===== src/design/oob_bus_pkg.sv =====
// Stack bus OOB definitions
package oob_bus_pkg;

  // --------------------------------------------------------------------------
  // Framing codes shared by all standard interfaces
  // --------------------------------------------------------------------------
  typedef logic [1:0] std_cntl_t;

  localparam std_cntl_t CNTL_SOM_EOM = 2'd0;
  localparam std_cntl_t CNTL_SOM     = 2'd1;
  localparam std_cntl_t CNTL_MOM     = 2'd2;
  localparam std_cntl_t CNTL_EOM     = 2'd3;

  // --------------------------------------------------------------------------
  // OOB packet fields
  // --------------------------------------------------------------------------
  typedef logic [1:0] oob_type_t;
  typedef logic [3:0] oob_option_t;
  typedef logic [7:0] oob_value_t;

  // Packet types
  localparam oob_type_t OOB_TYPE_NA        = 2'd0;
  localparam oob_type_t OOB_TYPE_PE_OP_CMD = 2'd1;

  // Option codes carried in each option slot
  localparam oob_option_t OOB_OPT_NOP       = 4'd0;
  localparam oob_option_t OOB_OPT_STOP_CMD  = 4'd1;
  localparam oob_option_t OOB_OPT_SIMD_CMD  = 4'd2;
  localparam oob_option_t OOB_OPT_TAG       = 4'd3;
  localparam oob_option_t OOB_OPT_NUM_LANES = 4'd4;

  // Two option/value pairs per beat
  typedef struct packed {
    oob_option_t option0;
    oob_value_t  value0;
    oob_option_t option1;
    oob_value_t  value1;
  } oob_data_t;

  // One downstream beat, 28 bits
  typedef struct packed {
    std_cntl_t cntl;
    oob_type_t pkt_type;
    oob_data_t data;
  } oob_beat_t;

endpackage

===== src/design/odc_cfg_pkg.sv =====
// OOB downstream controller configuration
package odc_cfg_pkg;

  // --------------------------------------------------------------------------
  // Command fields from the work-unit decoder
  // --------------------------------------------------------------------------
  typedef logic [7:0] tag_t;
  typedef logic [5:0] num_lanes_t;
  typedef logic [7:0] op_cmd_t;

  // Single-beat decoder command, 32 bits
  typedef struct packed {
    oob_bus_pkg::std_cntl_t cntl;
    tag_t                   tag;
    num_lanes_t             num_lanes;
    op_cmd_t                stop_cmd;
    op_cmd_t                simd_cmd;
  } odc_cmd_t;

  // --------------------------------------------------------------------------
  // Command FIFO sizing
  // --------------------------------------------------------------------------
  localparam int CMD_FIFO_DEPTH  = 8;
  localparam int CMD_FIFO_ADDR_W = 3;
  // Free entries left when almost-full rises; covers the ready and input flops
  localparam int CMD_FIFO_THRESHOLD = 3;

  // --------------------------------------------------------------------------
  // Packet generator states
  // --------------------------------------------------------------------------
  typedef enum logic [1:0] {
    WAIT        = 2'd0,
    START_PKT   = 2'd1,
    SECOND_BEAT = 2'd2,
    ERR         = 2'd3
  } odc_state_t;

endpackage


===== src/design/oob_downstream_cntl.sv =====
// OOB downstream controller top
`timescale 1ns/10ps

module oob_downstream_cntl (
  input  logic                   clk,
  input  logic                   reset,
  // From the work-unit decoder
  input  logic                   cmd_valid,
  input  odc_cfg_pkg::odc_cmd_t  cmd,
  output logic                   cmd_ready,
  // Stack bus OOB downstream
  output logic                   oob_valid,
  output oob_bus_pkg::oob_beat_t oob_beat,
  input  logic                   oob_ready
);

  logic                  cmd_valid_q;
  odc_cfg_pkg::odc_cmd_t cmd_q;
  logic                  oob_ready_q;

  logic                  fifo_rd;
  logic                  fifo_empty;
  logic                  fifo_almost_full;
  odc_cfg_pkg::odc_cmd_t fifo_rd_data;

  logic                  head_valid;
  odc_cfg_pkg::odc_cmd_t head_cmd;
  logic                  head_pop;

  // --------------------------------------------------------------------------
  // Boundary registers
  // --------------------------------------------------------------------------
  always_ff @(posedge clk)
  begin
    if (reset)
    begin
      cmd_valid_q <= 1'b0;
      cmd_ready   <= 1'b0;
      oob_ready_q <= 1'b0;
    end
    else
    begin
      cmd_valid_q <= cmd_valid;
      cmd_ready   <= ~fifo_almost_full;
      oob_ready_q <= oob_ready;
    end
  end

  always_ff @(posedge clk)
  begin
    cmd_q <= cmd;
  end

  // --------------------------------------------------------------------------
  // Command path
  // --------------------------------------------------------------------------
  cmd_fifo u_cmd_fifo (
    .clk         (clk),
    .reset       (reset),
    .wr_en       (cmd_valid_q),
    .wr_data     (cmd_q),
    .rd_en       (fifo_rd),
    .rd_data     (fifo_rd_data),
    .empty       (fifo_empty),
    .almost_full (fifo_almost_full)
  );

  cmd_prefetch u_cmd_prefetch (
    .clk        (clk),
    .reset      (reset),
    .fifo_empty (fifo_empty),
    .fifo_data  (fifo_rd_data),
    .fifo_rd    (fifo_rd),
    .head_valid (head_valid),
    .head_cmd   (head_cmd),
    .head_pop   (head_pop)
  );

  oob_packet_gen u_oob_packet_gen (
    .clk        (clk),
    .reset      (reset),
    .head_valid (head_valid),
    .head_cmd   (head_cmd),
    .head_pop   (head_pop),
    .bus_ready  (oob_ready_q),
    .oob_valid  (oob_valid),
    .oob_beat   (oob_beat)
  );

endmodule


===== src/design/oob_packet_gen.sv =====
// OOB downstream packet generator
`timescale 1ns/10ps

module oob_packet_gen (
  input  logic                   clk,
  input  logic                   reset,
  input  logic                   head_valid,
  input  odc_cfg_pkg::odc_cmd_t  head_cmd,
  output logic                   head_pop,
  input  logic                   bus_ready,
  output logic                   oob_valid,
  output oob_bus_pkg::oob_beat_t oob_beat
);

  odc_cfg_pkg::odc_state_t state;
  odc_cfg_pkg::odc_state_t state_next;
  oob_bus_pkg::oob_beat_t  beat_next;
  logic                    valid_next;

  // --------------------------------------------------------------------------
  // State machine
  // --------------------------------------------------------------------------
  always_ff @(posedge clk)
  begin
    if (reset)
      state <= odc_cfg_pkg::WAIT;
    else
      state <= state_next;
  end

  always_comb
  begin
    state_next = state;
    case (state)
      odc_cfg_pkg::WAIT:
      begin
        // Only single-beat commands are expected from the decoder
        if (head_valid && bus_ready)
          state_next = (head_cmd.cntl == oob_bus_pkg::CNTL_SOM_EOM) ?
                       odc_cfg_pkg::START_PKT : odc_cfg_pkg::ERR;
      end
      odc_cfg_pkg::START_PKT:   state_next = odc_cfg_pkg::SECOND_BEAT;
      odc_cfg_pkg::SECOND_BEAT: state_next = odc_cfg_pkg::WAIT;
      // Locked until reset
      odc_cfg_pkg::ERR:         state_next = odc_cfg_pkg::ERR;
      default:                  state_next = odc_cfg_pkg::WAIT;
    endcase
  end

  // Head is consumed after the last beat is encoded
  assign head_pop = (state == odc_cfg_pkg::SECOND_BEAT);

  // --------------------------------------------------------------------------
  // Beat encoding
  // --------------------------------------------------------------------------
  always_comb
  begin
    valid_next             = 1'b0;
    beat_next.cntl         = oob_bus_pkg::CNTL_MOM;
    beat_next.pkt_type     = oob_bus_pkg::OOB_TYPE_NA;
    beat_next.data.option0 = oob_bus_pkg::OOB_OPT_NOP;
    beat_next.data.value0  = '0;
    beat_next.data.option1 = oob_bus_pkg::OOB_OPT_NOP;
    beat_next.data.value1  = '0;
    if (state == odc_cfg_pkg::START_PKT)
    begin
      valid_next             = 1'b1;
      beat_next.cntl         = oob_bus_pkg::CNTL_SOM;
      beat_next.pkt_type     = oob_bus_pkg::OOB_TYPE_PE_OP_CMD;
      beat_next.data.option0 = oob_bus_pkg::OOB_OPT_STOP_CMD;
      beat_next.data.value0  = head_cmd.stop_cmd;
      beat_next.data.option1 = oob_bus_pkg::OOB_OPT_SIMD_CMD;
      beat_next.data.value1  = head_cmd.simd_cmd;
    end
    else if (state == odc_cfg_pkg::SECOND_BEAT)
    begin
      valid_next             = 1'b1;
      beat_next.cntl         = oob_bus_pkg::CNTL_EOM;
      beat_next.pkt_type     = oob_bus_pkg::OOB_TYPE_PE_OP_CMD;
      beat_next.data.option0 = oob_bus_pkg::OOB_OPT_TAG;
      beat_next.data.value0  = head_cmd.tag;
      beat_next.data.option1 = oob_bus_pkg::OOB_OPT_NUM_LANES;
      beat_next.data.value1  = oob_bus_pkg::oob_value_t'(head_cmd.num_lanes);
    end
  end

  // Registered bus outputs, one cycle behind the state
  always_ff @(posedge clk)
  begin
    if (reset)
    begin
      oob_valid <= 1'b0;
      oob_beat  <= '0;
    end
    else
    begin
      oob_valid <= valid_next;
      oob_beat  <= beat_next;
    end
  end

endmodule


===== src/design/cmd_prefetch.sv =====
// Two-stage command prefetch
`timescale 1ns/10ps

module cmd_prefetch (
  input  logic                  clk,
  input  logic                  reset,
  input  logic                  fifo_empty,
  input  odc_cfg_pkg::odc_cmd_t fifo_data,
  output logic                  fifo_rd,
  output logic                  head_valid,
  output odc_cfg_pkg::odc_cmd_t head_cmd,
  input  logic                  head_pop
);

  // FIFO read register is the first stage; this flag says it holds a command
  logic fifo_stage_valid;
  logic fifo_stage_move;

  // Move the FIFO output forward when the head is free or leaving
  assign fifo_stage_move = fifo_stage_valid & (~head_valid | head_pop);

  // Keep the pipe charged
  assign fifo_rd = ~fifo_empty & (~fifo_stage_valid | fifo_stage_move);

  always_ff @(posedge clk)
  begin
    if (reset)
    begin
      fifo_stage_valid <= 1'b0;
      head_valid       <= 1'b0;
    end
    else
    begin
      if (fifo_rd)
        fifo_stage_valid <= 1'b1;
      else if (fifo_stage_move)
        fifo_stage_valid <= 1'b0;

      if (fifo_stage_move)
        head_valid <= 1'b1;
      else if (head_pop)
        head_valid <= 1'b0;
    end
  end

  // Head copy of the command
  always_ff @(posedge clk)
  begin
    if (fifo_stage_move)
      head_cmd <= fifo_data;
  end

endmodule


===== src/design/cmd_fifo.sv =====
// Decoder command FIFO
`timescale 1ns/10ps

module cmd_fifo (
  input  logic                 clk,
  input  logic                 reset,
  input  logic                 wr_en,
  input  odc_cfg_pkg::odc_cmd_t wr_data,
  input  logic                 rd_en,
  output odc_cfg_pkg::odc_cmd_t rd_data,
  output logic                 empty,
  output logic                 almost_full
);

  odc_cfg_pkg::odc_cmd_t mem [odc_cfg_pkg::CMD_FIFO_DEPTH];

  logic [odc_cfg_pkg::CMD_FIFO_ADDR_W-1:0] wr_ptr;
  logic [odc_cfg_pkg::CMD_FIFO_ADDR_W-1:0] rd_ptr;
  // One extra bit so a full FIFO is distinct from an empty one
  logic [odc_cfg_pkg::CMD_FIFO_ADDR_W:0]   count;
  logic                                    full;
  logic                                    do_wr;
  logic                                    do_rd;

  assign full  = (count == odc_cfg_pkg::CMD_FIFO_DEPTH);
  assign empty = (count == '0);
  assign do_wr = wr_en & ~full;
  assign do_rd = rd_en & ~empty;

  // Almost full once free entries drop to the threshold
  assign almost_full = (count >= (odc_cfg_pkg::CMD_FIFO_DEPTH - odc_cfg_pkg::CMD_FIFO_THRESHOLD));

  // --------------------------------------------------------------------------
  // Pointers and occupancy
  // --------------------------------------------------------------------------
  always_ff @(posedge clk)
  begin
    if (reset)
    begin
      wr_ptr <= '0;
      rd_ptr <= '0;
      count  <= '0;
    end
    else
    begin
      if (do_wr)
        wr_ptr <= wr_ptr + 1'b1;
      if (do_rd)
        rd_ptr <= rd_ptr + 1'b1;
      // Simultaneous read and write leaves the count alone
      if (do_wr && !do_rd)
        count <= count + 1'b1;
      else if (do_rd && !do_wr)
        count <= count - 1'b1;
    end
  end

  // Storage and registered read port
  always_ff @(posedge clk)
  begin
    if (do_wr)
      mem[wr_ptr] <= wr_data;
    if (do_rd)
      rd_data <= mem[rd_ptr];
  end

endmodule


===== config.mk =====
export PLATFORM = sky130hd
export DESIGN_NAME = oob_downstream_cntl
export DESIGN_NICKNAME = d
export VERILOG_FILES = /design/src/design/oob_bus_pkg.sv /design/src/design/odc_cfg_pkg.sv /design/src/design/oob_downstream_cntl.sv /design/src/design/oob_packet_gen.sv /design/src/design/cmd_prefetch.sv /design/src/design/cmd_fifo.sv
export SDC_FILE = /design/constraint.sdc
export NUM_CORES = 1
export LEC_CHECK = 0
export ABC_AREA = 1
export BUFFER_PORTS_ARGS = -buffer_cell sky130_fd_sc_hd__buf_4
export CAP_MARGIN = 20
export CORE_MARGIN = 10
export CORE_UTILIZATION = 40
export DETAILED_ROUTE_END_ITERATION = 7
export GPL_ROUTABILITY_DRIVEN = 0
export PLACE_DENSITY = 0.67
export SYNTH_ARGS = -nofsm -noshare
export SYNTH_HDL_FRONTEND = slang
export SYNTH_HIERARCHICAL = 1
export SYNTH_SLANG_ARGS = --single-unit
export TNS_END_PERCENT = 100

===== constraint.sdc =====
create_clock -name clk -period 4.2 [get_ports clk]
set_input_delay 0.42 -clock clk [delete_from_list [all_inputs] [get_ports clk]]
set_output_delay 0.42 -clock clk [all_outputs]
set_load 0.005 [all_outputs]

==> impl_metrics.py, run 1 <==
metrics = {
    "run_status": {
        "status": "complete, no violations",
    },
    "route": {
        "firstDrtPassIters": 7,
        "post-route-drc-count": 0,
        "drtIter0Drc": 724,
        "final_antenna_net_count": 0,
        "vias_per_cell": 4.86,
        "via_count": 8544,
        "drt-wirelength-per-cell_um": 16.6,
        "routed_wl_mm": 29.1,
    },
    "yosys": {
        "synth_top_family_by_area": "simple AND/OR/NAND/NOR gates",
        "synth-xor-area-share": 0.00182,
        "synth_compound_area_frac": 0.0574,
        "ys_seq_area_frac": 0.761,
        "synth_area_mm2": 0.0144,
        "netlist_instances": 1173,
        "ys_warn_count": 6,
        "synthAdderAreaFrac": 0.0109,
        "synth_mux_area_frac": 0,
        "synth_seq_cells": 389,
        "synth-simple-area-share": 0.136,
        "ys_types": 25,
        "avgSynthCellArea_um2": 12.3,
    },
    "sta": {
        "fmax_ghz": 0.396,
        "tns_ps": 0,
        "rsz0062_at_grt": "false",
        "relSlewSlack": 0.345,
        "worstMarginPinSlew_ps": 983,
        "setup_violations": 0,
        "hold_viol": 0,
        "finalClockSkew_ps": 24.6,
        "slew_violations": 0,
        "fin_crit_sh": 0.602,
        "whs_ps": 104,
        "fin_crit_ps": 2530,
    },
    "cts": {
        "cts_setup_buffers": 0,
        "cts_buffers": 41,
        "clkTransAtPathRegs_ps": 60,
        "cts_resized": 0,
        "cts_hold_buf": 31,
        "cts_root_buf": "clkbuf_16",
        "cts_buffer_depth": 3,
        "h-tree-depth": 2,
        "cts_tree": "done",
        "clock_latency_ps": 530,
        "cts_sinks": 389,
    },
    "placement": {
        "portBuffers": 60,
        "dp_hpwl_mm": 16.9,
        "dp_cells": 1653,
    },
    "setup_path": {
        "cp_cell_sequence": "inv_2, buf_4, o21ai_0, nand2_1, nand2_1, nand2_1",
        "crit_fanout": 66,
        "max_stage_delay_ps": 750,
        "cp-start-kind": "flip-flop",
        "end_kind": "flip-flop",
        "crit_path_frequent_cell": "nand2_1",
        "cp_num_buf_inv": 2,
        "critPathKind": "reg -> reg",
        "worst_path_dominant_cell_family": "buffers and inverters",
        "cp.arrival_ps": 2810,
        "crit_required_ps": 4480,
        "cp_slowest_cell": "dfxtp_4",
    },
    "floorplan": {
        "dieArea_mm2": 0.0441,
        "dieHeight_um": 210,
        "ios": 66,
        "die_width_um": 210,
        "core_area_mm2": 0.0356,
        "rows": 69,
        "start_util": 0.406,
    },
    "cells_and_area": {
        "syn2layout_area_growth_pct": 17.4,
        "fin_util": 0.476,
        "fin_nets": 1316,
        "final_cell_mix": "edfxtp_1, nor2_1, nand2_1",
        "final_layout_size_suffix_gt1_frac": 0.125,
        "diodes": 0,
        "stdcell_count": 1757,
        "final_common_cell": "edfxtp_1",
    },
    "global_routing": {
        "grt.overflow.total": 0,
        "antenna_found_initial": 2,
        "grt_pass1_vias": 8308,
        "grt_usage": 0.128,
        "grt_pass1_wl_mm": 45.2,
        "grt_max_degree": 79,
    },
    "power_and_ir_drop": {
        "ir_drop_mv": 0.275,
        "power_density_mw_per_mm2": 624,
        "leakagePower_nw": 6.30,
    },
    "min_path": {
        "worstHoldPathType": "in -> reg",
    },
    "flow_run": {
        "cap_viol_max_count": 0,
    },
}
==> power breakdown <==
group	internal [mW]	switching (mW)	leakage, nW
sequential	4.84	0.318	3.50
combinational	0.668	1.37	2.18
clock	2.01	1.37	0.624
total	7.52	3.06	6.30
==> kinds of logic (layout without fill, tap and decap cells) <==
| kind of cell | after synthesis | after routing |
|---|---|---|
| fa+ha+maj | 12 | 12 |
| buf+inv | 95 | 214 |
| flops | 389 | 389 |
| simple gates | 515 | 515 |
| xor+xnor | 3 | 3 |
| compound gates | 158 | 158 |
| other cells | 1 | 5 |
==> registers in the layout, summed over array words and instances, names as in the netlist <==
name                             count
u_cmd_fifo/mem                     256
cmd_q                               32
u_cmd_fifo/rd_data                  32
u_cmd_prefetch/head_cmd             32
u_oob_packet_gen/oob_beat           19
u_cmd_fifo/count                     4
u_cmd_fifo/rd_ptr                    3
u_cmd_fifo/wr_ptr                    3
u_oob_packet_gen/state               2
cmd_ready                            1
cmd_valid_q                          1
oob_ready_q                          1
u_cmd_prefetch/fifo_stage_valid      1
u_cmd_prefetch/head_valid            1
u_oob_packet_gen/oob_valid           1
==> worst min-delay path, stage by stage <==
cell and delay, ps:
buf_4 80, inv_1 30, nor2_1 70
==> through the flow <==
step           power, mW  setup WS, ps  area, um^2
3_3_place_gp        7.19          1690       15300
4_1_cts             10.7          1640       16900
3_5_place_dp        7.25          1690       15300
6_report            10.6          1670       16900
5_1_grt             11.1          1480       16900
2_1_floorplan       6.56          1530       14500
==> cell type report <==
class / instances / area, um^2
Clock buffer: 56 / 1180
Clock inverter: 15 / 101
Fill cell: 3107 / 18600
Inverter: 35 / 131
Multi-Input combinational cell: 693 / 3060
Sequential cell: 389 / 11000
Tap cell: 461 / 577
Timing Repair Buffer: 108 / 903
==> cells in the mapped netlist (all sizes together) <==
| cell | number | area (um^2) |
|---|---|---|
| edfxtp | 320 | 9610 |
| nor2 | 284 | 1070 |
| nand2 | 220 | 831 |
| o21ai | 148 | 775 |
| dfxtp | 69 | 1380 |
| buf | 51 | 310 |
| inv | 35 | 131 |
| ha | 11 | 138 |
| a21oi | 10 | 53.8 |
| nand3 | 10 | 55.1 |
| clkbuf | 9 | 35.0 |
| xor2 | 3 | 26.3 |
| conb | 1 | 3.75 |
| fa | 1 | 20.0 |
| or2 | 1 | 6.26 |
==> per-layer routing <==
metal	vias to the layer above	global-route usage	wire (um)
met1	4046	0.162	12600
met5	-	0	27
met3	60	0.0282	2100
met2	284	0.214	13600
li1	4150	-	-
met4	4	0.0456	825
==> final timing paths <==
kind | endpoint | cells past startpoint | start | slack, ps
setup / recovery | u_cmd_fifo/rd_data[22]$_DFFE_PP_ | 6 | u_cmd_fifo/rd_ptr[0]$_SDFFE_PP0P_ | 1670
hold / removal | oob_ready_q$_SDFF_PP0_ | 3 | oob_ready | 100
hold reg to reg | u_cmd_prefetch/head_cmd[3]$_DFFE_PP_ | 0 | u_cmd_fifo/rd_data[3]$_DFFE_PP_ | 410
setup reg to reg | u_cmd_fifo/rd_data[22]$_DFFE_PP_ | 6 | u_cmd_fifo/rd_ptr[0]$_SDFFE_PP0P_ | 1670
Note: power is estimated with default switching activity, not from simulation.
==> inputs of run 2 (changes only) <==
--- a/config.mk
+++ b/config.mk
@@ -12,7 +12,7 @@
 export CORE_UTILIZATION = 40
 export DETAILED_ROUTE_END_ITERATION = 7
 export GPL_ROUTABILITY_DRIVEN = 0
-export PLACE_DENSITY = 0.67
+export PLACE_DENSITY = 0.69
 export SYNTH_ARGS = -nofsm -noshare
 export SYNTH_HDL_FRONTEND = slang
 export SYNTH_HIERARCHICAL = 1
==> constraint.sdc (replaced) <==
create_clock -name clk -period 2.05 [get_ports clk]
set_input_delay 0.205 -clock clk [delete_from_list [all_inputs] [get_ports clk]]
set_output_delay 0.205 -clock clk [all_outputs]
set_load 0.005 [all_outputs]
==> run 2 against run 1 <==
  * Core utilization rose by 1.2 points
  * Critical path depth rose by 7
  * Design area rose by 2.4%
  * Clock-buffer cell count fell by 1
  * Critical endpoint is now u_cmd_fifo/count[2]$_SDFFE_PP0P_
  * Largest power group unchanged
==> impl_metrics.py, run 2 (synthesis results as in run 1) <==
metrics = {
    "cells_and_area": {
        "regMostFlops": "u_cmd_fifo/mem",
        "final_layout_size_suffix_gt1_frac": 0.147,
        "fin_nets": 1335,
        "syn2layout_area_growth_pct": 20.2,
        "final_cell_mix": "edfxtp_1, nor2_1, nand2_1",
        "fillers": 3005,
        "final_common_cell": "edfxtp_1",
        "largest_register_ffs": 256,
    },
    "sta": {
        "relSlewSlack": 0.508,
        "whs_ps": 318,
        "fin_crit_sh": 0.951,
        "tns_ps": 0,
        "hold_viol": 0,
        "worstMarginPinSlew_ps": 737,
        "fin_crit_ps": 1950,
        "slew_violations": 0,
        "setup_violations": 0,
        "finalClockSkew_ps": 15.4,
        "fmax_ghz": 0.513,
    },
    "global_routing": {
        "antenna_found_initial": 1,
        "grt_pass1_wl_mm": 46.2,
        "grt.overflow.total": 0,
        "grt_max_degree": 103,
        "grt_pass1_vias": 8562,
        "grt_usage": 0.129,
    },
    "floorplan": {
        "dieHeight_um": 210,
        "start_util": 0.406,
        "dieArea_mm2": 0.0441,
        "rows": 69,
        "ios": 66,
        "die_width_um": 210,
        "core_area_mm2": 0.0356,
    },
    "setup_path": {
        "reg2reg_depth": 13,
        "setup.worst_path.start": "u_cmd_fifo/count[0]$_SDFFE_PP0P_",
        "critPathKind": "reg -> reg",
        "cp.arrival_ps": 2380,
        "ff2ff_setup_slack_ps": 100,
        "cp-start-kind": "flip-flop",
        "end_kind": "flip-flop",
        "r2r-end": "u_cmd_fifo/count[2]$_SDFFE_PP0P_",
        "crit_required_ps": 2480,
        "cp_cell_sequence": "nor2_4, nand3_2, inv_2, inv_1, nand2_1, inv_1, nand2_2, ha_4, inv_4, fa_1, xor2_1, o21ai_1, inv_1",
        "timing.rr.start": "u_cmd_fifo/count[0]$_SDFFE_PP0P_",
        "max_stage_delay_ps": 390,
        "crit_path_frequent_cell": "inv_1",
        "crit_fanout": 4,
        "cp_slowest_cell": "fa_1",
    },
    "route": {
        "firstDrtPassIters": 5,
        "drt-wirelength-per-cell_um": 16.4,
        "routed_wl_mm": 29.2,
        "final_antenna_net_count": 0,
        "met1_length_mm": 13.1,
        "highest_layer": "met4",
        "via_count": 8612,
        "drtIter0Drc": 701,
        "wl_met3_mm": 1.91,
        "wl_met2_mm": 13.7,
        "vias_per_cell": 4.84,
        "post-route-drc-count": 0,
    },
    "min_path": {
        "min_delay_worst_endpoint": "cmd_q[3]$_DFF_P_",
        "min_from": "cmd[3]",
        "min_delay_path_depth": 2,
        "worstHoldPathType": "in -> reg",
    },
    "cts": {
        "cts_sinks": 389,
        "clkTransAtPathRegs_ps": 60,
        "cts_buffer_depth": 3,
        "h-tree-depth": 2,
        "clock_latency_ps": 530,
        "cts_tree": "done",
        "cts_buffers": 40,
        "cts_root_buf": "clkbuf_16",
    },
    "placement": {
        "dp_hpwl_mm": 16.2,
        "portBuffers": 60,
    },
    "power_and_ir_drop": {
        "ir_drop_mv": 0.915,
        "leakagePower_nw": 6.46,
        "power_density_mw_per_mm2": 1280,
    },
    "run_status": {
        "status": "complete, no violations",
    },
    "flow_run": {
        "cap_viol_max_count": 0,
    },
}
==> run 2: cell count changes in the layout (fill, tap and decap cells not counted), moves of 3 or more <==
cell and delta:
buf_12 +14, clkbuf_16 -3, dfxtp_1 -3, dfxtp_2 +4, dlygate4sd3_1 +5, ha_1 -3
ha_4 +3, inv_1 -3, nand3_1 -3, nand3_2 +3
==> run 2: worst max-delay path by stage <==
stage                                             to  depth (start not counted)
floorplan             u_cmd_fifo/mem[0][0]$_DFFE_PP_                          6
global placement    u_cmd_fifo/count[3]$_SDFFE_PP0P_                         15
detailed placement  u_cmd_fifo/count[3]$_SDFFE_PP0P_                         12
CTS                 u_cmd_fifo/count[2]$_SDFFE_PP0P_                         13
global route        u_cmd_fifo/count[2]$_SDFFE_PP0P_                         13
finish              u_cmd_fifo/count[2]$_SDFFE_PP0P_                         13
==> run 2: metrics by stage <==
| step | instances | utilization | power (mW) | cell area (um^2) | worst slack (ps) |
|---|---|---|---|---|---|
| 6_report | 1781 | 0.488 | 22.2 | 17400 | 100 |
| 5_1_grt | 1780 | 0.488 | 23.4 | 17400 | -44.3 |
| 4_1_cts | 1778 | 0.486 | 22.3 | 17300 | 8.68 |
| 3_5_place_dp | 1667 | 0.440 | 15.2 | 15600 | -20.9 |
| 3_3_place_gp | 1667 | 0.440 | 15.1 | 15600 | 61.2 |
| 2_1_floorplan | 1177 | - | 13.5 | 14500 | -575 |
==> run 2: where the power goes <==
group	internal (mW)	total [mW]	switching, mW
Clock	4.18	7.02	2.84
Combinational	1.74	4.87	3.13
Sequential	9.90	10.4	0.456
Total	15.8	22.2	6.43
==> run 2: final cells by class <==
type / count / area [um^2] / area share
Clock buffer: 55 / 1110 / 0.0639
Antenna cell: 1 / 2.50 / 0.000144
Clock inverter: 19 / 176 / 0.0102
Sequential cell: 389 / 11000 / 0.634
Multi-Input combinational cell: 693 / 3120 / 0.180
Inverter: 35 / 134 / 0.00771
Timing Repair Buffer: 128 / 1240 / 0.0715
Tap cell: 461 / 577 / 0.0332
==> run 2: repair_timing <==
action / 4_1_cts / 5_1_grt
setup endpoints to repair: 2 / 2
pin swaps: 1 / 3
cloned: 0 / 0
resized for setup: 1 / 15
hold endpoints to repair: 42 / 0
buffers inserted: 0 / 2
hold buffers: 37 / 0
==> run 2: worst max-delay path: cells and delay by family (launching register included) <==
family	cells	cell delay, ps
simple gates	4	400
compound gates	1	120
buf+inv	5	270
flops	1	330
xor+xnor	1	170
fa+ha+maj	2	540
==> run 2: routing by layer <==
| layer | up-vias | GRT usage |
|---|---|---|
| met1 | 4116 | 0.174 |
| met2 | 246 | 0.207 |
| met5 | - | 0 |
| met4 | 0 | 0.0367 |
| met3 | 46 | 0.0282 |
| li1 | 4204 | - |
